--- config.mk ---
export PLATFORM = sky130hd
export DESIGN_NAME = ctrl_regs
export DESIGN_NICKNAME = d
export VERILOG_FILES = /design/src/sha256_frontend_pkg.sv /design/src/ctrl_regs.sv
export SDC_FILE = /design/constraint.sdc
export NUM_CORES = 1
export LEC_CHECK = 0
export ABC_AREA = 1
export BUFFER_PORTS_ARGS = -buffer_cell sky130_fd_sc_hd__buf_2
export CAP_MARGIN = 20
export CORE_ASPECT_RATIO = 0.8
export CORE_MARGIN = 2
export CORE_UTILIZATION = 25
export CTS_CLUSTER_DIAMETER = 120
export DETAILED_ROUTE_END_ITERATION = 8
export GPL_ROUTABILITY_DRIVEN = 1
export PLACE_DENSITY = 0.55
export SYNTH_ARGS = -nofsm -noshare
export SYNTH_HDL_FRONTEND = slang
export SYNTH_SLANG_ARGS = --single-unit
export TNS_END_PERCENT = 30
--- constraint.sdc ---
create_clock -name clk_100mhz -period 1.3 [get_ports clk_100mhz]
set_clock_uncertainty 0.2 [all_clocks]
set_input_delay 0.13 -clock clk_100mhz [delete_from_list [all_inputs] [get_ports clk_100mhz]]
set_output_delay 0.13 -clock clk_100mhz [all_outputs]
set_load 0.02 [all_outputs]
--- src/sha256_frontend_pkg.sv ---
package sha256_frontend_pkg;

  // ----------------------------------------
  // widths and depths
  // ----------------------------------------
  localparam int DATA_W          = 32;   // one bus word
  localparam int ADDR_DECODE_W   = 20;   // low address bits decoded
  localparam int MSG_W           = 64;   // one fifo entry, two bus words
  localparam int BLOCK_W         = 512;  // hash input block
  localparam int HASH_W          = 256;
  localparam int WORDS_PER_BLOCK = 8;    // fifo entries per block
  localparam int FIFO_DEPTH      = 128;  // 16 blocks

  localparam int WORD_IDX_W = $clog2(WORDS_PER_BLOCK);     // entry index within a block
  localparam int FIFO_PTR_W = $clog2(FIFO_DEPTH);          // entry pointer
  localparam int BLK_PTR_W  = FIFO_PTR_W - WORD_IDX_W;     // block pointer
  localparam int FIFO_CNT_W = $clog2(FIFO_DEPTH + 1);      // 0 .. FIFO_DEPTH

  // version word, YYMMDDss layout
  localparam logic [DATA_W-1:0] BUILD_DATE = 32'h0000_0001;

  // sha ctrl bits 3..0 clear themselves
  localparam logic [DATA_W-1:0] ONESHOT_MASK = 32'h0000_000f;

  // ----------------------------------------
  // register map, byte addresses
  // ----------------------------------------
  typedef enum logic [ADDR_DECODE_W-1:0] {
    CTRL       = 20'h00000,
    STATUS     = 20'h00004,
    VERSION    = 20'h0000c,
    SHA_CTRL   = 20'h00100,
    SHA_STATUS = 20'h00104,
    SHA_PUSH   = 20'h0010c,  // write only
    SHA_HASH0  = 20'h00110,  // hash bits 31..0
    SHA_HASH1  = 20'h00114,
    SHA_HASH2  = 20'h00118,
    SHA_HASH3  = 20'h0011c,
    SHA_HASH4  = 20'h00120,
    SHA_HASH5  = 20'h00124,
    SHA_HASH6  = 20'h00128,
    SHA_HASH7  = 20'h0012c   // hash bits 255..224
  } reg_addr_e;

  typedef enum logic [4:0] {
    ENABLE = 5'd0            // global block enable
  } ctrl_bit_e;

  typedef enum logic [4:0] {
    RESET    = 5'd0,         // reset engine and fifo
    START    = 5'd1,         // kick the engine
    FINALIZE = 5'd2          // no more data follows
  } sha_ctrl_bit_e;

  // ----------------------------------------
  // bundles
  // ----------------------------------------
  typedef struct packed {
    logic [DATA_W-1:0] addr;
    logic [DATA_W-1:0] wdata;
    logic              wen;
    logic              ren;
  } sys_req_t;

  typedef struct packed {
    logic [DATA_W-1:0] rdata;
    logic              ack;
  } sys_rsp_t;

  typedef struct packed {
    logic finalize;
    logic start;
    logic reset;
  } sha_ctrl_t;

  typedef struct packed {
    logic full;
    logic almost_full;       // one entry free
    logic empty;
    logic block_avail;       // at least one whole block stored
  } fifo_stat_t;

  typedef struct packed {
    logic [BLOCK_W-1:0] block;  // oldest block, first entry lowest
    logic               start;
  } eng_req_t;

  typedef struct packed {
    logic              ready;
    logic              valid;
    logic [HASH_W-1:0] hash;
  } eng_rsp_t;

endpackage
--- src/ctrl_regs.sv ---
`timescale 1ns/1ps

module ctrl_regs (
  input  logic                                   clk_100mhz,
  input  logic                                   rstn_i,
  input  logic                                   ctrl_we_i,
  input  logic                                   sha_ctrl_we_i,
  input  logic [sha256_frontend_pkg::DATA_W-1:0] wdata_i,
  output logic [sha256_frontend_pkg::DATA_W-1:0] ctrl_o,
  output logic [sha256_frontend_pkg::DATA_W-1:0] sha_ctrl_o,
  output sha256_frontend_pkg::sha_ctrl_t         flags_o,
  output logic                                   block_rstn_o,
  output logic                                   sha_rstn_o
);
  import sha256_frontend_pkg::*;

  logic [DATA_W-1:0] ctrl_q;
  logic [DATA_W-1:0] sha_ctrl_q;
  logic              block_rstn_q;  // block-local reset, active low

  // ----------------------------------------
  // register file
  // ----------------------------------------
  always_ff @(posedge clk_100mhz) begin
    if (!rstn_i) begin
      ctrl_q     <= '0;
      sha_ctrl_q <= '0;
    end else begin
      if (ctrl_we_i)
        ctrl_q <= wdata_i;
      if (sha_ctrl_we_i)
        sha_ctrl_q <= wdata_i;
      else
        sha_ctrl_q <= sha_ctrl_q & ~ONESHOT_MASK;  // one-shots live one cycle
    end
  end

  // ----------------------------------------
  // block-local reset from enable bit
  // ----------------------------------------
  always_ff @(posedge clk_100mhz) begin
    if (!rstn_i)
      block_rstn_q <= 1'b0;  // held until chip reset released
    else
      block_rstn_q <= ctrl_q[ENABLE];  // one cycle behind the bit
  end

  assign ctrl_o     = ctrl_q;
  assign sha_ctrl_o = sha_ctrl_q;

  assign flags_o.reset    = sha_ctrl_q[RESET];
  assign flags_o.start    = sha_ctrl_q[START];
  assign flags_o.finalize = sha_ctrl_q[FINALIZE];

  assign block_rstn_o = block_rstn_q;
  assign sha_rstn_o   = block_rstn_q & ~sha_ctrl_q[RESET];  // sha part also resets on flag

  // bus spacing keeps writes two cycles apart, so a flag never sticks
  a_oneshot_pulse: assert property (@(posedge clk_100mhz) disable iff (!rstn_i)
    |(sha_ctrl_q & ONESHOT_MASK) |=> (sha_ctrl_q & ONESHOT_MASK) == '0);

endmodule

; Word level (Yosys, flattened, before mapping)
; Cells that the tools add are included.
[classes]
n_mux = 0
n_eq_ne = 0
n_mul = 0
shift = 0
n_div = 0
bitwise_logic = 2
n_reduce_logical = 1
addsub = 0
n_lt_le_gt_ge = 0
[op_table]
columns = cell, n
row1 = $reduce_and A2 Y1, 1
row2 = $and A1 B1 Y1, 1
row3 = $not A1 Y1, 1
[totals]
wordCells = 7
mem_bits_ro = 0
input_bits = 36
output_inout_bits = 69
register_bits = 65
mem_bits_rw = 0
latch_bits = 0
mem_count = 0

; Longest topological paths before layout
[depth]
depth_word = 2
ltp_mapped = 5
mapped_depth_nobuf = 4

; Worst setup path after synthesis
; Ideal clock, no wire load.
[synth_timing]
path_type = reg-to-output
from = register block_rstn_q, in the netlist block_rstn_o
to = output port sha_rstn_o
arrival_time_ns = 0.762
path_stages_with_launch = 3
path_buffers = 0
required_ns = 0.970
path_slack_ns = 0.208
cell_sequence = dfxtp_1 inv_1 nor2_1
[synth_via]
elab_chain_cells = 1
[synth_lines]
columns = element, line
row1 = "start, declared", ctrl_regs.sv:19  ; logic block_rstn_q;
row2 = "start signal, assigned", ctrl_regs.sv:45  ; block_rstn_q <= ctrl_q[ENABLE];
row3 = $and A1 B1 Y1, ctrl_regs.sv:56  ; assign sha_rstn_o = block_rstn_q & ~sha_ctrl_q[RESET];
row4 = "end, declared", ctrl_regs.sv:13  ; output logic sha_rstn_o
; No other way between the ends.

; Final worst setup path
; Same ends and word-level chain as after synthesis.

==> results_dict.tcl <==
set metrics [dict create \
    synthCells 369 \
    die_h_um 93.49 \
    grt_overflow 0 \
    detail_route.wl_per_cell_um 10.13 \
    drt_iter0_drc 113 \
    layout_setup_ws_ns 0.04909 \
    synth.distinct_cells 7 \
    worstRegToRegCells 2 \
    core_region_area_mm2 0.009689 \
    yosysSeqAreaShare_pct 52.00 \
    yosys_warnings 0 \
    synthAdderAreaFrac_pct 0 \
    insertion_delay_ns 0.33 \
    setup_viol_count_final 0 \
    syn_to_final_growth_pct 51.80 \
    synth_area_mm2 0.002502 \
    r2r-start "sha_ctrl_o[25]$_SDFFE_PN0P_" \
    drv_cap 0 \
    hold_class "in -> reg" \
    p_per_area_mw_per_mm2 1463 \
    cp-end-kind "output port" \
    dieArea_mm2 0.01083 \
    nNetsFinal 536 \
    root_buffer "clkbuf_16" \
    cp.arrival_ns 0.92 \
    grt_max_degree 58 \
    leakagePower_nw 2.109 \
    grt_pass1_wl_mm 10.32 \
    max_freq_mhz 799.4 \
    hold_viol 0 \
    synth_top_family_by_area "simple AND/OR/NAND/NOR gates" \
    cts_buffers 9 \
    start_util_pct 25.83 \
    io_pins 105 \
    grt_antenna_before_repair 0 \
    grt_pass1_vias 2346 \
    ant_nets 0 \
    period_minus_slack_ns 1.251 \
    max-vdd-ir-drop_uv 763.9 \
    synth_seq_cells 65 \
    htree_levels 3 \
    dr.pass1.iters 4 \
    syn_avg_cell_area_um2 6.782 \
    required_ns 0.97 \
    synth-simple-area-share_pct 37.05 \
    diodes 0 \
    clkTransAtPathRegs_ns 0.05 \
    r2r_setup_slack_ns 0.52 \
    die_x_um 115.9 \
    fin_crit_sh_pct 96.22 \
    crit_type "reg -> out" \
    crit_start "block_rstn_o$_SDFF_PN0_" \
    wl_mm 6.485 \
    drv_slew 0 \
    clock_path_buffers 2 \
    vias 2487 \
    track_usage_pct 12.23 \
    cp-start-kind "flop" \
    synth_xor_area_share_pct 0 \
    pre_cts_ws_ns 0.2613 \
    grt_setup_unrepaired "no" \
    clock-sinks 65 \
    synthMuxAreaShare_pct 0 \
    viasPerCell 3.886 \
    drc 0 \
    r2r_end "sha_ctrl_o[25]$_SDFFE_PN0P_" \
    cp-endpoint "sha_rstn_o" \
    synth_compound_area_share_pct 0 \
    std_cell_rows 32 \
    crit_fanout 2 \
    portBuffers 104 \
    status "completed" \
    relSlewSlack_pct 83.67 \
    drive_gt1_share_pct 24.40 \
    tns_ns 0 \
    synth.net_count 405 \
    cts_tree "yes" \
    gp_congestion 0.7544 \
    dp_hpwl_mm 4.315 \
    worst_pin_slew_ns 0.2449 \
]
[registers in the layout, summed over array words and instances, names as in the netlist]
name          cells
ctrl_o           32
block_rstn_o      1
sha_ctrl_o       32
[per-layer routing]
metal | global-route usage (%) | up-vias | routed length (um)
met1 | 14.02 | 1081 | 3003
met4 | 4.960 | 0 | 104
met3 | 6.740 | 8 | 617
met5 | 0 | - | 0
met2 | 18.91 | 75 | 2761
li1 | - | 1323 | -
[cell usage after synthesis]
cell type | instances | area [um2]
nand2_1 | 122 | 457.9
buf_2 | 15 | 75.07
buf_4 | 5 | 37.54
buf_6 | 3 | 33.78
dfxtp_1 | 65 | 1301
inv_1 | 34 | 127.6
nor2_1 | 125 | 469.2
[cell families (layout without fill, tap and decap cells)]
| kind of cell | after synthesis | in the layout |
|---|---|---|
| buf+inv | 57 | 192 |
| simple gates | 247 | 247 |
| flops | 65 | 65 |
[through the flow]
step	cell area, um2	cells	power [W]	hold WS (ns)	util (%)
floorplan	2502	369	0.002716	0.06410	-
global placement	3154	592	0.002969	0.1705	32.55
detailed placement	3154	592	0.002979	0.1769	32.55
CTS	3796	640	0.005623	0.06424	39.18
global route	3799	640	0.005828	0.09681	39.20
finish	3799	640	0.005559	0.07412	39.20
[worst min-delay path by stage]
stage	startpoint	end	slack (ns)	cells past startpoint
CTS	ctrl_we_i	ctrl_o[28]$_SDFFE_PN0P_	0.06	4
global route	ctrl_we_i	ctrl_o[19]$_SDFFE_PN0P_	0.1	4
global placement	wdata_i[3]	sha_ctrl_o[3]$_SDFF_PN0_	0.17	3
floorplan	wdata_i[0]	sha_ctrl_o[0]$_SDFF_PN0_	0.06	2
finish	ctrl_we_i	ctrl_o[28]$_SDFFE_PN0P_	0.07	4
detailed placement	wdata_i[1]	sha_ctrl_o[1]$_SDFF_PN0_	0.18	3
[power by group]
group / total, W / switching, W / internal, W
sequential: 0.00220 / 0.0000690 / 0.00213
clock: 0.00255 / 0.000831 / 0.00172
combinational: 0.000812 / 0.000480 / 0.000332
[cell usage in the layout (no fill, tap or decap)]
cell type / synthesis / final
buf_4: 5 / 2
buf_12: 0 / 5
inv_1: 34 / 34
clkbuf_16: 0 / 9
nor2_1: 125 / 125
nand2_1: 122 / 122
bufinv_16: 0 / 2
clkbuf_8: 0 / 1
clkinv_2: 0 / 1
dlygate4sd3_1: 0 / 33
clkbuf_1: 0 / 2
dfxtp_1: 65 / 65
buf_2: 15 / 103
[what timing repair did]
action / 4_1_cts / 5_1_grt
setup endpoints to repair: 0 / 1
hold buffers: 33 / 0
endpoints found under the hold margin: 64 / 0
gates resized for setup: 0 / 1
setup buffers: 0 / 0
[final cells by class]
type / instances / area (um2)
tap: 136 / 170.2
fill: 1049 / 5891
sequential: 65 / 1301
inverter: 34 / 127.6
timing repair buffer: 143 / 960.9
clock buffer: 12 / 246.5
clock inverter: 3 / 65.06
multi-input combinational: 247 / 927.1
[critical path: stages, from the launching register on]
cell and delay (ns):
dfxtp_1 0.33, inv_1 0.04, nor2_1 0.08, buf_4 0.14
(Power assumes the default switching activity.)
