==> src/sha256_frontend_pkg.sv <==
package sha256_frontend_pkg;

  // ----------------------------------------
  // widths and depths
  // ----------------------------------------
  localparam int DATA_W          = 32;   // one bus word
  localparam int ADDR_DECODE_W   = 20;   // low address bits decoded
  localparam int MSG_W           = 64;   // one fifo entry, two bus words
  localparam int BLOCK_W         = 512;  // hash input block
  localparam int HASH_W          = 256;
  localparam int WORDS_PER_BLOCK = 8;    // fifo entries per block
  localparam int FIFO_DEPTH      = 128;  // 16 blocks

  localparam int WORD_IDX_W = $clog2(WORDS_PER_BLOCK);     // entry index within a block
  localparam int FIFO_PTR_W = $clog2(FIFO_DEPTH);          // entry pointer
  localparam int BLK_PTR_W  = FIFO_PTR_W - WORD_IDX_W;     // block pointer
  localparam int FIFO_CNT_W = $clog2(FIFO_DEPTH + 1);      // 0 .. FIFO_DEPTH

  // version word, YYMMDDss layout
  localparam logic [DATA_W-1:0] BUILD_DATE = 32'h0000_0001;

  // sha ctrl bits 3..0 clear themselves
  localparam logic [DATA_W-1:0] ONESHOT_MASK = 32'h0000_000f;

  // ----------------------------------------
  // register map, byte addresses
  // ----------------------------------------
  typedef enum logic [ADDR_DECODE_W-1:0] {
    CTRL       = 20'h00000,
    STATUS     = 20'h00004,
    VERSION    = 20'h0000c,
    SHA_CTRL   = 20'h00100,
    SHA_STATUS = 20'h00104,
    SHA_PUSH   = 20'h0010c,  // write only
    SHA_HASH0  = 20'h00110,  // hash bits 31..0
    SHA_HASH1  = 20'h00114,
    SHA_HASH2  = 20'h00118,
    SHA_HASH3  = 20'h0011c,
    SHA_HASH4  = 20'h00120,
    SHA_HASH5  = 20'h00124,
    SHA_HASH6  = 20'h00128,
    SHA_HASH7  = 20'h0012c   // hash bits 255..224
  } reg_addr_e;

  typedef enum logic [4:0] {
    ENABLE = 5'd0            // global block enable
  } ctrl_bit_e;

  typedef enum logic [4:0] {
    RESET    = 5'd0,         // reset engine and fifo
    START    = 5'd1,         // kick the engine
    FINALIZE = 5'd2          // no more data follows
  } sha_ctrl_bit_e;

  // ----------------------------------------
  // bundles
  // ----------------------------------------
  typedef struct packed {
    logic [DATA_W-1:0] addr;
    logic [DATA_W-1:0] wdata;
    logic              wen;
    logic              ren;
  } sys_req_t;

  typedef struct packed {
    logic [DATA_W-1:0] rdata;
    logic              ack;
  } sys_rsp_t;

  typedef struct packed {
    logic finalize;
    logic start;
    logic reset;
  } sha_ctrl_t;

  typedef struct packed {
    logic full;
    logic almost_full;       // one entry free
    logic empty;
    logic block_avail;       // at least one whole block stored
  } fifo_stat_t;

  typedef struct packed {
    logic [BLOCK_W-1:0] block;  // oldest block, first entry lowest
    logic               start;
  } eng_req_t;

  typedef struct packed {
    logic              ready;
    logic              valid;
    logic [HASH_W-1:0] hash;
  } eng_rsp_t;

endpackage
==> src/sys_bus_slave.sv <==
`timescale 1ns/1ps

module sys_bus_slave (
  input  logic                                   clk_100mhz,
  input  logic                                   rstn_i,
  input  sha256_frontend_pkg::sys_req_t          sys_req_i,
  output sha256_frontend_pkg::sys_rsp_t          sys_rsp_o,
  output logic                                   ctrl_we_o,
  output logic                                   sha_ctrl_we_o,
  output logic [sha256_frontend_pkg::DATA_W-1:0] wdata_o,
  output logic                                   push_o,
  input  logic [sha256_frontend_pkg::DATA_W-1:0] ctrl_i,
  input  logic [sha256_frontend_pkg::DATA_W-1:0] sha_ctrl_i,
  input  logic                                   activated_i,
  input  logic                                   sha_en_i,
  input  sha256_frontend_pkg::fifo_stat_t        fifo_stat_i,
  input  sha256_frontend_pkg::eng_rsp_t          eng_rsp_i
);
  import sha256_frontend_pkg::*;

  reg_addr_e         addr;
  logic [DATA_W-1:0] status_w;      // global status
  logic [DATA_W-1:0] sha_status_w;  // sha256 status
  logic [DATA_W-1:0] rdata_d;
  logic              ctrl_we_d;
  logic              sha_ctrl_we_d;
  logic              push_d;

  assign addr = reg_addr_e'(sys_req_i.addr[ADDR_DECODE_W-1:0]);  // upper bits ignored

  assign status_w     = {27'b0, sha_en_i, 3'b0, activated_i};
  assign sha_status_w = {24'b0, fifo_stat_i.block_avail, fifo_stat_i.full,
                         fifo_stat_i.almost_full, fifo_stat_i.empty,
                         2'b0, eng_rsp_i.valid, eng_rsp_i.ready};

  // ----------------------------------------
  // address decode
  // ----------------------------------------
  always_comb begin
    rdata_d       = '0;  // unmapped reads give 0
    ctrl_we_d     = 1'b0;
    sha_ctrl_we_d = 1'b0;
    push_d        = 1'b0;
    case (addr)
      CTRL: begin
        rdata_d   = ctrl_i;
        ctrl_we_d = sys_req_i.wen;
      end
      STATUS:     rdata_d = status_w;
      VERSION:    rdata_d = BUILD_DATE;
      SHA_CTRL: begin
        rdata_d       = sha_ctrl_i;
        sha_ctrl_we_d = sys_req_i.wen;
      end
      SHA_STATUS: rdata_d = sha_status_w;
      SHA_PUSH:   push_d  = sys_req_i.wen;  // reads back 0
      SHA_HASH0:  rdata_d = eng_rsp_i.hash[0*DATA_W +: DATA_W];
      SHA_HASH1:  rdata_d = eng_rsp_i.hash[1*DATA_W +: DATA_W];
      SHA_HASH2:  rdata_d = eng_rsp_i.hash[2*DATA_W +: DATA_W];
      SHA_HASH3:  rdata_d = eng_rsp_i.hash[3*DATA_W +: DATA_W];
      SHA_HASH4:  rdata_d = eng_rsp_i.hash[4*DATA_W +: DATA_W];
      SHA_HASH5:  rdata_d = eng_rsp_i.hash[5*DATA_W +: DATA_W];
      SHA_HASH6:  rdata_d = eng_rsp_i.hash[6*DATA_W +: DATA_W];
      SHA_HASH7:  rdata_d = eng_rsp_i.hash[7*DATA_W +: DATA_W];
      default:    rdata_d = '0;
    endcase
  end

  // ----------------------------------------
  // ack, strobes and read data
  // ----------------------------------------
  always_ff @(posedge clk_100mhz) begin
    if (!rstn_i) begin
      sys_rsp_o.ack <= 1'b0;
      ctrl_we_o     <= 1'b0;
      sha_ctrl_we_o <= 1'b0;
      push_o        <= 1'b0;
    end else begin
      sys_rsp_o.ack <= sys_req_i.wen | sys_req_i.ren;  // every address acks
      ctrl_we_o     <= ctrl_we_d;
      sha_ctrl_we_o <= sha_ctrl_we_d;
      push_o        <= push_d;
    end
  end

  // payload, only meaningful with ack or a strobe
  always_ff @(posedge clk_100mhz) begin
    sys_rsp_o.rdata <= sys_req_i.ren ? rdata_d : '0;
    wdata_o         <= sys_req_i.wdata;
  end

  // master waits for ack before the next request
  a_ack_single: assert property (@(posedge clk_100mhz) disable iff (!rstn_i)
    sys_rsp_o.ack |=> !sys_rsp_o.ack);

endmodule

==> config.mk <==
export PLATFORM = sky130hd
export DESIGN_NAME = sys_bus_slave
export DESIGN_NICKNAME = d
export VERILOG_FILES = /design/src/sha256_frontend_pkg.sv /design/src/sys_bus_slave.sv
export SDC_FILE = /design/constraint.sdc
export NUM_CORES = 1
export LEC_CHECK = 0
export BUFFER_PORTS_ARGS = -buffer_cell sky130_fd_sc_hd__buf_2
export CAP_MARGIN = 40
export CORE_AREA = 2 2 182 184
export CTS_CLUSTER_DIAMETER = 120
export CTS_CLUSTER_SIZE = 10
export DETAILED_ROUTE_END_ITERATION = 12
export DIE_AREA = 0 0 184 186
export SLEW_MARGIN = 20
export SYNTH_ARGS = -nofsm -noshare
export SYNTH_HDL_FRONTEND = slang
export SYNTH_SLANG_ARGS = --single-unit
==> constraint.sdc <==
create_clock -name clk_100mhz -period 1.9 [get_ports clk_100mhz]
set_input_delay 0.095 -clock clk_100mhz [delete_from_list [all_inputs] [get_ports clk_100mhz]]
set_output_delay 0.095 -clock clk_100mhz [all_outputs]
set_load 0.05 [all_outputs]
# Word-level counts from Yosys, hierarchy flattened
# Cells that the tools add are included.
# W data, S select, Z words.
# classes
bitwise_logic,1
n_eq_ne,13
muxes,1
reduce_logical,4
# ops
op,count
$pmux W32 S13,1
$eq A20 B9 Y1 const B,11
$eq A20 B3 Y1 const B,1
$eq A20 B4 Y1 const B,1
$logic_not A20 Y1,1
$reduce_and A2 Y1,3
$or A1 B1 Y1,1
# totals
input_bits,396
wordCells,25
output_inout_bits,68
reg_bits,68

# Longest topological paths before layout
# Gate-level depths: netlist of the first run.
# depth
word_depth,2
mapped_depth,9
ltp_nobuf,6

# Worst setup path after synthesis of the first run
# OpenSTA, ideal clock, no wires.
# synth_path
path_kind,input -> register
startpoint,in sys_req_i[43] in the netlist's numbering
endpoint,reg sys_rsp_o[26] in the netlist's numbering
path_buffers,2
setup_ns,0.070
cell_stages,8
t_arrival_ns,1.738
setup_slack_ns,0.093
required_ns,1.830
path_cell_list,or4b_1 buf_2 nor3_2 a21oi_2 a2111oi_4 o21ai_2 buf_4 a21oi_1
# synth_between
elab_chain_cells,2
elab_cells_between_ends,14
cone_classes,12 x eq/ne; 1 x mux; 1 x reduce/logical
# synth_rtl
item,line,text
"start, declared",sys_bus_slave.sv:6,"input sha256_frontend_pkg::sys_req_t sys_req_i,"
"$eq A20 B9 Y1, or another cell as far along",sys_bus_slave.sv:44,case (addr)
$pmux W32 S13 (*),sys_bus_slave.sv:44,
"end, declared",sys_bus_slave.sv:7,"output sha256_frontend_pkg::sys_rsp_t sys_rsp_o,"
# Every way passes the cells marked *; elsewhere a longest branch is shown, timed or not.
# A chain may end at the register's enable or synchronous reset.

# Final worst setup path of the first run
# layout_path
startpoint,in sys_req_i[43] in the netlist's numbering
endpoint,reg sys_rsp_o[29] in the netlist's numbering
# The elaborated chain is that of the path after synthesis.

==> out/metrics.csv, run 1 <==
stage,metric,value,unit
outcome,status,finished clean,
worst_setup_path,cp-end-kind,flip-flop,
global_route,grtUsageTotal,17.7,%
worst_setup_path,crit_required,2.16,ns
cts,cts_tree,built,
power_and_ir_drop,p_seq_share,33.1,%
global_route,grt_pass1_vias,6474,
power_and_ir_drop,power.internal,3150,µW
global_route,grt_max_degree,33,
global_route,grt_util_met3,3.50,%
logic_synthesis,syn_avg_cell_area,9.42,µm²
logic_synthesis,async_flop_share,0,%
logic_synthesis,synth-main-ff-cell,dfxtp_1,
worst_setup_path,endpoint,sys_rsp_o[29]$_SDFF_PN0_,
die,coreArea,0.0322,mm²
cts,h-tree-depth,3,
global_route,met1_usage,21.1,%
power_and_ir_drop,power,4450,µW
logic_synthesis,yosysMostFrequentCell,dfxtp_1,
placement,numPortBuffers,451,
die,start_util,13.0,%
power_and_ir_drop,p_per_area,521,mW/mm²
power_and_ir_drop,clockPowerShare,44.0,%
routing,drt_iter0_markers,340,
finish,seq_area,0.00136,mm²
routing,routedWlPerCell,22.4,µm
timing,hold_viol_final,0,
logic_synthesis,synth.distinct_cells,60,
routing,via_per_inst,4.49,
die,rows,66,
logic_synthesis,synth.top_cells.by_area,"dfxtp_1 32%, a22oi_1 9.6%, mux2_2 6.7%",
placement,place_congestion,0.919,
logic_synthesis,synth-edff-count,0,
logic_synthesis,synth_top_area_share,32.4,%
cts,cts_sinks,68,
die,io_pins,464,
global_route,busiest_layer,met2,
timing,fin_crit,1.83,ns
worst_setup_path,crit_path_start_kind,input pin,
logic_synthesis,syn_inst,446,
routing,wl,32300,µm
finish,nFillCells,3480,
finish,final_nets,1418,
logic_synthesis,synth_common_cells,"68 x dfxtp_1, 54 x a22oi_1, 25 x mux2_2, 25 x mux2i_1, 24 x a221oi_1",
global_route,antenna_found_initial,9,
routing,via_count,6467,
die,fp.dieW,184,µm
finish,final_cell_area,0.00853,mm²
finish,multi_input_area,0.00267,mm²
power_and_ir_drop,p_sw_share,29.2,%
finish,post-route-util,26.5,%
global_route,grt_pass1_wl,42100,µm
timing,period_share,96.1,%
power_and_ir_drop,ir_drop,0.384,mV
timing,rsz0062_at_grt,true,
flow_run,cap_violations,0,
timing,fmax,0.548,GHz
timing,final_max_slew_viol_count,0,
worst_setup_path,crit_type,input pin to flip-flop,
cts,root_buffer,clkbuf_16,
placement,placed_area,0.00783,mm²
worst_setup_path,worstPathArrival,2.09,ns
min_path,hold_path.class,input pin to flip-flop,
finish,drive_above_1_share,62.1,%
logic_synthesis,synth_area_leader_cell,dfxtp_1,
cts,clk_path_buf_depth,2,
power_and_ir_drop,comb_power_share,22.9,%
cts,clkTransAtPathRegs,0.07,ns
die,die_area,0.0342,mm²
finish,synthToLayoutAreaGrowth,103,%
routing,drc,0,
logic_synthesis,ys_seq_elements,68,
global_route,gr-total-overflow,0,
worst_setup_path,startpoint,sys_req_i[43],
timing,max-slew-margin-rel,54.9,%
power_and_ir_drop,leakagePower,0.00386,µW
logic_synthesis,syn-num-nets,842,
cts,cts_buffers,9,
routing,drt_first_pass_iters,7,
min_path,hold_start,eng_rsp_i[164],
placement,hpwlAfterDp,27100,µm
logic_synthesis,yosysSeqAreaShare,32.4,%
logic_synthesis,yosys_warnings,0,
die,die_h,186,µm
power_and_ir_drop,net-switching-power,1300,µW
worst_setup_path,critPathMaxFanout,11,
global_route,use_met2,31.3,%
timing,setup_viol,0,
routing,ant_nets,0,
timing,tightest_slew,0.676,ns
logic_synthesis,synthesis.area,0.00420,mm²
-- power by group through the flow --
stage	registers, µW	logic, µW	clock network, µW
floorplan	1640	190	0
global placement	1500	951	0
detailed placement	1500	956	0
CTS	1470	1020	2030
global route	1470	1080	2060
finish	1470	1020	1960
-- worst max-delay path, stage by stage --
cell and delay [ns]:
buf_2 0.11, or4b_4 0.55, buf_4 0.19, buf_4 0.14, or2_2 0.33, nor2_4 0.21, buf_12 0.18, a222oi_1 0.12
a31oi_1 0.17
-- how the worst min path moves through the flow --
stage / to / depth (start not counted)
final: sys_rsp_o[5]$_SDFF_PN0_ / 3
after global placement: wdata_o[25]$_DFF_P_ / 1
after floorplan: wdata_o[0]$_DFF_P_ / 0
after detailed placement: wdata_o[6]$_DFF_P_ / 1
after global routing: ctrl_we_o$_SDFF_PN0_ / 2
after CTS: sys_rsp_o[5]$_SDFF_PN0_ / 3
-- cells in the final DEF (no fill, tap or decap), types with 3 or more instances in the layout --
| cell | count |
|---|---|
| a21oi_1 | 16 |
| a221oi_1 | 24 |
| a222oi_1 | 15 |
| a22o_1 | 6 |
| a22oi_1 | 54 |
| a311oi_1 | 5 |
| a31oi_1 | 20 |
| a32oi_1 | 7 |
| and3_1 | 3 |
| buf_12 | 14 |
| buf_2 | 451 |
| buf_4 | 101 |
| clkbuf_16 | 9 |
| dfxtp_1 | 68 |
| diode_2 | 5 |
| dlygate4sd3_1 | 35 |
| mux2_2 | 25 |
| mux2i_1 | 25 |
| nand2_1 | 16 |
| nand3_1 | 11 |
| nor2_1 | 20 |
| nor2_2 | 4 |
| nor3_1 | 10 |
| nor3_2 | 4 |
| nor4_1 | 6 |
| o21ai_0 | 4 |
| o22ai_1 | 16 |
| o2bb2ai_1 | 4 |
-- final cells by class --
cell class,instances,share of cell area [%]
Multi-Input combinational cell,341,31.3
Inverter,1,0.0440
Clock buffer,9,2.64
Tap cell,408,5.99
Sequential cell,68,16.0
Antenna cell,5,0.147
Timing Repair Buffer,601,42.7
Clock inverter,7,1.16
-- logic make-up (layout without fill, tap and decap cells) --
kind of cell	after synthesis	after routing	share of synthesized area (%)
and+or+nand+nor	106	106	16.0
AOI/OAI and AO/OA	184	184	33.7
DFF	68	68	32.4
other	0	5	0
muxes	51	51	13.2
buffers and inverters	37	618	4.79
-- metal layers --
layer	share of wire (%)	wire, µm	up-vias
met5	0.15	50	-
met4	2.1	671	8
met3	7.1	2280	37
met2	50	16100	356
met1	41	13200	3037
li1	-	-	3029
-- registers in the layout, summed over array words and instances, names as in the netlist --
signal,flops
ctrl_we_o,1
sha_ctrl_we_o,1
sys_rsp_o,33
push_o,1
wdata_o,32
-- per-stage QoR --
stage	setup slack, ns	hold WS (ns)	TNS [ns]	cells
2_1_floorplan	0.0927	0.123	0	446
3_3_place_gp	-0.348	0.198	-8.50	1383
3_5_place_dp	-0.363	0.199	-8.86	1383
4_1_cts	0.000219	0.00535	0	1434
5_1_grt	-0.000173	0.0326	-0.000173	1438
6_report	0.0742	0.0179	0	1440
-- repair_timing --
item	4_1_cts	5_1_grt
endpoints found under the hold margin	34	0
endpoints found under the setup margin	0	5
hold buffers	35	0
resized for setup	0	2
setup buffers	0	1
No activity file was read; power rests on OpenSTA's default activity.
==> run 2: changes to the inputs <==
==> constraint.sdc (replaced) <==
create_clock -name clk_100mhz -period 1.9 [get_ports clk_100mhz]
set_input_delay 0.19 -clock clk_100mhz [delete_from_list [all_inputs] [get_ports clk_100mhz]]
set_output_delay 0.19 -clock clk_100mhz [all_outputs]
set_load 0.05 [all_outputs]
==> run 2 against run 1 <==
Largest power group unchanged. Critical path depth grew 1. Clock-buffer cell count is the same. Die area is the same. Sequential cell count is the same. Critical endpoint is now sys_rsp_o[20]$_SDFF_PN0_.
==> out/metrics.csv, run 2 (synthesis results as in run 1) <==
stage,metric,value,unit,change
outcome,status,finished clean,,
placement,numPortBuffers,451,,unchanged
finish,largest_register,sys_rsp_o,,
cts,h-tree-depth,3,,unchanged
finish,drive_above_1_share,63.7,%,+1.5 points
finish,largestRegisters,"sys_rsp_o (33), wdata_o (32)",,
global_route,antenna_found_initial,8,,-1
routing,via_count,6652,,+2.9%
routing,routedWlPerCell,23.2,µm,+3.4%
timing,setup_viol,0,,unchanged
worst_setup_path,worstPathArrival,2.12,ns,+0.03 ns
die,coreArea,0.0322,mm²,unchanged
timing,rsz0062_at_grt,false,,
worst_setup_path,worst_path_max_delay_cell,or4_4,,
finish,multi_input_area,0.00272,mm²,+1.7%
finish,nFillCells,3524,,+1.3%
power_and_ir_drop,leakagePower,0.00403,µW,+4.4%
die,io_pins,464,,unchanged
cts,clk_path_buf_depth,2,,unchanged
finish,synthToLayoutAreaGrowth,110,%,
timing,hold_viol_final,0,,unchanged
global_route,gr-total-overflow,0,,unchanged
timing,max-slew-margin-rel,56.6,%,+1.6 points
finish,seq_area,0.00136,mm²,unchanged
flow_run,cap_violations,0,,unchanged
finish,instances_no_fill,1463,,+1.6%
finish,final_nets,1442,,+1.7%
cts,root_buffer,clkbuf_16,,
worst_setup_path,crit_required,2.17,ns,about the same
cts,cts_sinks,68,,unchanged
power_and_ir_drop,net-switching-power,1300,µW,-0.15%
global_route,grt_pass1_wl,45000,µm,+6.8%
worst_setup_path,critPathMaxFanout,10,,-1
worst_setup_path,worstPathCellList,"buf_2, buf_4, or4_4, buf_4, or2_2, nor2_4, buf_12, buf_12, a22oi_1, a31oi_1",,
worst_setup_path,cpPeakStageDelay,0.54,ns,about the same
cts,cts_buffers,9,,unchanged
routing,ant_nets,0,,unchanged
die,die_area,0.0342,mm²,unchanged
die,rows,66,,unchanged
power_and_ir_drop,p_per_area,504,mW/mm²,-3.3%
routing,drt_first_pass_iters,7,,unchanged
die,fp.dieW,184,µm,unchanged
global_route,grtUsageTotal,18.8,%,+1.1 points
worst_setup_path,crit_path_start_kind,input pin,,
cts,clkTransAtPathRegs,0.06,ns,about the same
timing,fmax,0.541,GHz,-1.2%
power_and_ir_drop,power.internal,3160,µW,+0.27%
die,start_util,13.0,%,unchanged
timing,period_share,97.3,%,+1.2 points
routing,drc,0,,unchanged
global_route,grt_max_degree,25,,-24%
placement,dp.cells,1407,,+1.7%
power_and_ir_drop,comb_power_share,23.4,%,+0.5 points
timing,final_max_slew_viol_count,0,,unchanged
power_and_ir_drop,clockPowerShare,43.5,%,-0.5 points
placement,hpwlAfterDp,28800,µm,+6.5%
power_and_ir_drop,ir_drop,0.406,mV,+5.8%
timing,fin_crit,1.85,ns,+0.0229 ns
finish,layout_common_cells,"451 x buf_2, 120 x buf_4, 68 x dfxtp_1",,
worst_setup_path,cp-end-kind,flip-flop,,
routing,wl,33900,µm,+5.0%
power_and_ir_drop,p_sw_share,29.1,%,-0.087 points
finish,post-route-util,27.4,%,+0.96 points
finish,largest_reg_flops,33,,unchanged
min_path,hold_path.class,input pin to flip-flop,,
die,die_h,186,µm,unchanged
placement,place_congestion,0.923,,+0.45%
routing,drt_iter0_markers,341,,+0.29%
global_route,grt_pass1_vias,6783,,+4.8%
worst_setup_path,crit_type,input pin to flip-flop,,
power_and_ir_drop,p_seq_share,33.1,%,about the same
finish,final_common_cell,buf_2,,
routing,via_per_inst,4.55,,+1.2%
timing,tightest_slew,0.652,ns,-0.0243 ns
cts,cts_tree,built,,
## run 2: cell count changes in the layout (fill, tap and decap cells not counted), moves of 2 or more
cell           delta
nor3_2            -2
dlygate4sd3_1     -3
a31oi_2           +2
buf_12            +7
nor3_4            +2
a31oi_1           -2
buf_4            +19
## run 2: routing by layer
metal | track usage, % | share of wire (%) | vias up | wire length [µm]
met5 | 0 | 0.080 | - | 27
met4 | 6.11 | 2.4 | 4 | 818
met3 | 3.52 | 6.4 | 61 | 2160
met2 | 33.6 | 49 | 377 | 16700
met1 | 22.6 | 42 | 3140 | 14200
li1 | - | - | 3070 | -
## run 2: through the flow
stage	total power [µW]	worst slack [ns]	cell area (µm²)	setup TNS, ns	hold WS, ns
6_report	4450	0.0514	8840	0	0.0845
5_1_grt	4620	0.000644	8830	0	0.0835
4_1_cts	4500	0.0195	8750	0	0.0604
3_5_place_dp	2480	-0.457	8100	-10.38	0.294
3_3_place_gp	2480	-0.498	8100	-9.25	0.292
2_1_floorplan	1830	0.00168	4200	0	0.218
## run 2: layout make-up
| cell class | count | area share [%] |
|---|---|---|
| timing repair buffer | 625 | 44.2 |
| multi-input combinational | 341 | 30.8 |
| sequential | 68 | 15.4 |
| tap | 408 | 5.78 |
| clock buffer | 9 | 2.55 |
| clock inverter | 7 | 1.12 |
| antenna | 4 | 0.113 |
| inverter | 1 | 0.0425 |
## run 2: worst max-delay path: cells and delay by family
kind | cells | cell delay, ns
simple gates | 3 | 0.96
compound gates | 2 | 0.25
buf+inv | 5 | 0.71
## run 2: power by group through the flow
| stage | Clock [µW] | Sequential [µW] | Combinational (µW) |
|---|---|---|---|
| after global routing | 2040 | 1470 | 1110 |
| after CTS | 1990 | 1470 | 1040 |
| final | 1940 | 1470 | 1040 |
| after detailed placement | 0 | 1500 | 979 |
| after global placement | 0 | 1500 | 981 |
| after floorplan | 0 | 1640 | 190 |
## run 2: path summary, 6_finish.rpt
path                       from                  endpoint  cells past startpoint
setup / recovery  sys_req_i[39]  sys_rsp_o[20]$_SDFF_PN0_                     10
hold / removal     sys_req_i[1]   sys_rsp_o[0]$_SDFF_PN0_                      2
## run 2: timing repair
action | CTS | global route
pin swaps | 0 | 4
resized for setup | 2 | 8
endpoints found under the setup margin | 2 | 32
gates cloned | 0 | 0
hold endpoints to repair | 32 | 0
setup buffers | 0 | 4
hold buffers | 32 | 0
==> run 3: changes to the inputs <==
- ABC_AREA: default -> 1
- CELL_PAD_IN_SITES_DETAIL_PLACEMENT: default -> 2
- CELL_PAD_IN_SITES_GLOBAL_PLACEMENT: default -> 2
- CORE_AREA: 2 2 182 184 -> default
- CORE_ASPECT_RATIO: default -> 1.25
- CORE_MARGIN: default -> 2
- CORE_UTILIZATION: default -> 15
- DIE_AREA: 0 0 184 186 -> default
- PLACE_DENSITY_LB_ADDON: default -> 0.1
==> run 3 against run 2 <==
Fmax rose by 21%. Critical path type unchanged. Synthesized cell count rose by 120%. Worst hold slack got worse by 0.019 ns. Area after synthesis rose by 29%. Largest power group unchanged. Via count rose by 24%. Sequential cell count did not move. Sequential power barely moved. Die area rose by 10%. Critical path depth rose by 1. Clock power rose by 5%.
==> out/metrics.csv, run 3 <==
stage,metric,value,unit,change
outcome,status,finished clean,,
routing,drc,0,,unchanged
worst_setup_path,crit_path_start_kind,input pin,,
placement,numPortBuffers,451,,unchanged
routing,dr_wl_met2,20500,µm,+22%
placement,dpl_worst_slack,-0.0457,ns,+0.411 ns
global_route,grt_max_degree,42,,+68%
power_and_ir_drop,power.internal,3110,µW,-1.3%
logic_synthesis,synthesis.area,0.00542,mm²,+29%
cts,cts_buffers,9,,unchanged
global_route,antenna_found_initial,15,,+7
finish,final_nets,1843,,+28%
power_and_ir_drop,leakagePower,0.00523,µW,+30%
cts,clk_path_buf_depth,2,,unchanged
timing,tns,0,ns,unchanged
routing,drt_first_pass_iters,4,,-3
die,rows,77,,+17%
routing,wl,37800,µm,+11%
routing,routedWlPerCell,19.5,µm,-16%
logic_synthesis,synth_common_cells,"407 x nand2_1, 154 x nand4_1, 106 x nor2_1, 102 x inv_1, 68 x dfxtp_1",,
timing,fmax,0.654,GHz,+21%
logic_synthesis,async_flop_share,0,%,unchanged
cts,cts_tree,built,,
timing,fin_crit,1.53,ns,-0.319 ns
power_and_ir_drop,p_seq_share,34.7,%,+1.6 points
logic_synthesis,ys_seq_elements,68,,unchanged
logic_synthesis,synth_top_area_share,28.2,%,-4.2 points
die,fp.dieW,174,µm,-5.4%
die,start_util,15.3,%,+2.2 points
timing,rsz0062_at_grt,false,,
power_and_ir_drop,clockPowerShare,48.0,%,+4.5 points
power_and_ir_drop,net-switching-power,1130,µW,-13%
logic_synthesis,yosysSeqAreaShare,25.1,%,-7.3 points
min_path,hold_path.class,input pin to flip-flop,,
die,die_h,217,µm,+16%
timing,hold_viol_final,0,,unchanged
routing,wl_met1,14300,µm,+1.1%
placement,placed_area,0.00857,mm²,+5.8%
logic_synthesis,synth.top_cells.by_area,"nand2_1 28%, dfxtp_1 25%, nand4_1 18%",,
logic_synthesis,yosys_warnings,0,,unchanged
placement,place_congestion,0.798,,-14%
die,io_pins,464,,unchanged
timing,setup_viol,0,,unchanged
routing,via_count,8279,,+24%
finish,drive_above_1_share,39.0,%,-25 points
worst_setup_path,critPathMaxFanout,25,,+15
routing,drt_iter0_markers,207,,-39%
cts,clkTransAtPathRegs,0.06,ns,about the same
routing,ant_nets,0,,unchanged
cts,cts_resized,0,,-2
logic_synthesis,yosysMostFrequentCell,nand2_1,,
logic_synthesis,syn-num-nets,1356,,+61%
finish,synthToLayoutAreaGrowth,70.7,%,
timing,period_share,80.5,%,-17 points
timing,final_max_slew_viol_count,0,,unchanged
cts,cts_sinks,68,,unchanged
global_route,grtUsageTotal,19.8,%,+1.1 points
worst_setup_path,startpoint,sys_req_i[53],,
worst_setup_path,worstPathArrival,1.83,ns,-0.29 ns
global_route,grt_pass1_vias,9109,,+34%
finish,largestRegisters,"sys_rsp_o (33), wdata_o (32)",,
finish,largest_register,sys_rsp_o,,
worst_setup_path,cp-end-kind,flip-flop,,
routing,top_layer_used,met5,,
worst_setup_path,crit_type,input pin to flip-flop,,
logic_synthesis,syn_inst,960,,+120%
placement,hpwlAfterDp,30800,µm,+6.8%
power_and_ir_drop,ir_drop,0.413,mV,+1.5%
global_route,grt_pass1_wl,55500,µm,+23%
logic_synthesis,synth_area_leader_cell,nand2_1,,
worst_setup_path,crit_required,2.20,ns,+0.03 ns
cts,root_buffer,clkbuf_16,,
power_and_ir_drop,comb_power_share,17.3,%,-6.1 points
finish,final_common_cell,buf_2,,
timing,max-slew-margin-rel,65.2,%,+8.6 points
finish,largest_reg_flops,33,,unchanged
logic_synthesis,syn_avg_cell_area,5.65,µm²,-40%
global_route,gr-total-overflow,0,,unchanged
logic_synthesis,synth.distinct_cells,23,,-62%
routing,wl_met3,2350,µm,+8.5%
logic_synthesis,synth-main-ff-cell,dfxtp_1,,
timing,tightest_slew,0.522,ns,-0.130 ns
power_and_ir_drop,p_sw_share,26.6,%,-2.5 points
worst_setup_path,endpoint,sys_rsp_o[3]$_SDFF_PN0_,,
power_and_ir_drop,p_per_area,459,mW/mm²,-9.0%
cts,h-tree-depth,3,,unchanged
finish,final_cell_area,0.00926,mm²,+4.8%
flow_run,cap_violations,0,,unchanged
die,coreArea,0.0356,mm²,+10%
timing,fin_ws,0.370,ns,+0.319 ns
die,die_area,0.0377,mm²,+10%
finish,layout_common_cells,"451 x buf_2, 407 x nand2_1, 154 x nand4_1",,
logic_synthesis,synth-edff-count,0,,unchanged
routing,via_per_inst,4.28,,-5.9%
run 3: routing by layer:
| metal | GRT usage [%] | up-vias |
|---|---|---|
| li1 | - | 4057 |
| met1 | 20.8 | 3897 |
| met2 | 38.7 | 282 |
| met3 | 5.16 | 31 |
| met4 | 5.10 | 12 |
| met5 | 0 | - |
run 3: worst max-delay path, stage by stage:
cell     delay, ns
buf_2         0.10
nor2_1        0.13
nand2_2       0.17
nor2_4        0.29
buf_4         0.36
nand4_1       0.16
nand2_1       0.16
nor2_1        0.08
nand2_1       0.07
nor2_1        0.04
nor2_1        0.06
run 3: layout make-up:
class / count / area [µm²]
fill: 4428 / 26300
multi-input combinational: 726 / 3330
timing repair buffer: 537 / 3210
sequential: 68 / 1360
tap: 474 / 593
inverter: 105 / 395
clock buffer: 10 / 229
clock inverter: 6 / 113
antenna: 10 / 25.0
run 3: cell families (layout without fill, tap and decap cells):
group / count (synthesis) / after routing / synth area share, %
other: 0 / 10 / 0
AND/OR/NAND/NOR: 724 / 724 / 60.9
flip-flops: 68 / 68 / 25.1
AO/OA/AOI/OAI: 2 / 2 / 0.231
buffers and inverters: 166 / 658 / 13.8
run 3: timing repair:
item,4_1_cts,5_1_grt
hold buffers,32,0
setup buffers,0,0
endpoints found under the hold margin,32,0
setup endpoints to repair,0,0
run 3: how the worst min path moves through the flow:
stage,from,cells after the start,to
floorplan,sys_req_i[2],0,wdata_o[0]$_DFF_P_
global placement,sys_req_i[15],1,wdata_o[13]$_DFF_P_
detailed placement,sys_req_i[6],1,wdata_o[4]$_DFF_P_
CTS,rstn_i,3,sys_rsp_o[0]$_SDFF_PN0_
global route,rstn_i,3,sys_rsp_o[0]$_SDFF_PN0_
finish,rstn_i,3,sys_rsp_o[0]$_SDFF_PN0_
run 3: power groups by stage:
stage	clock network, µW	logic [µW]	registers (µW)
after floorplan	0	59.8	1640
after global placement	0	679	1500
after detailed placement	0	688	1510
after CTS	2120	743	1470
after global routing	2180	798	1480
final	2040	735	1470
run 3: per-stage QoR:
| step | total power (µW) | hold WS (ns) | cells | utilization, % |
|---|---|---|---|---|
| floorplan | 1700 | 0.218 | 960 | - |
| global placement | 2180 | 0.292 | 1878 | 24.1 |
| detailed placement | 2190 | 0.294 | 1878 | 24.1 |
| CTS | 4340 | 0.0432 | 1926 | 26.0 |
| global route | 4450 | 0.0761 | 1933 | 26.0 |
| finish | 4250 | 0.0658 | 1936 | 26.0 |
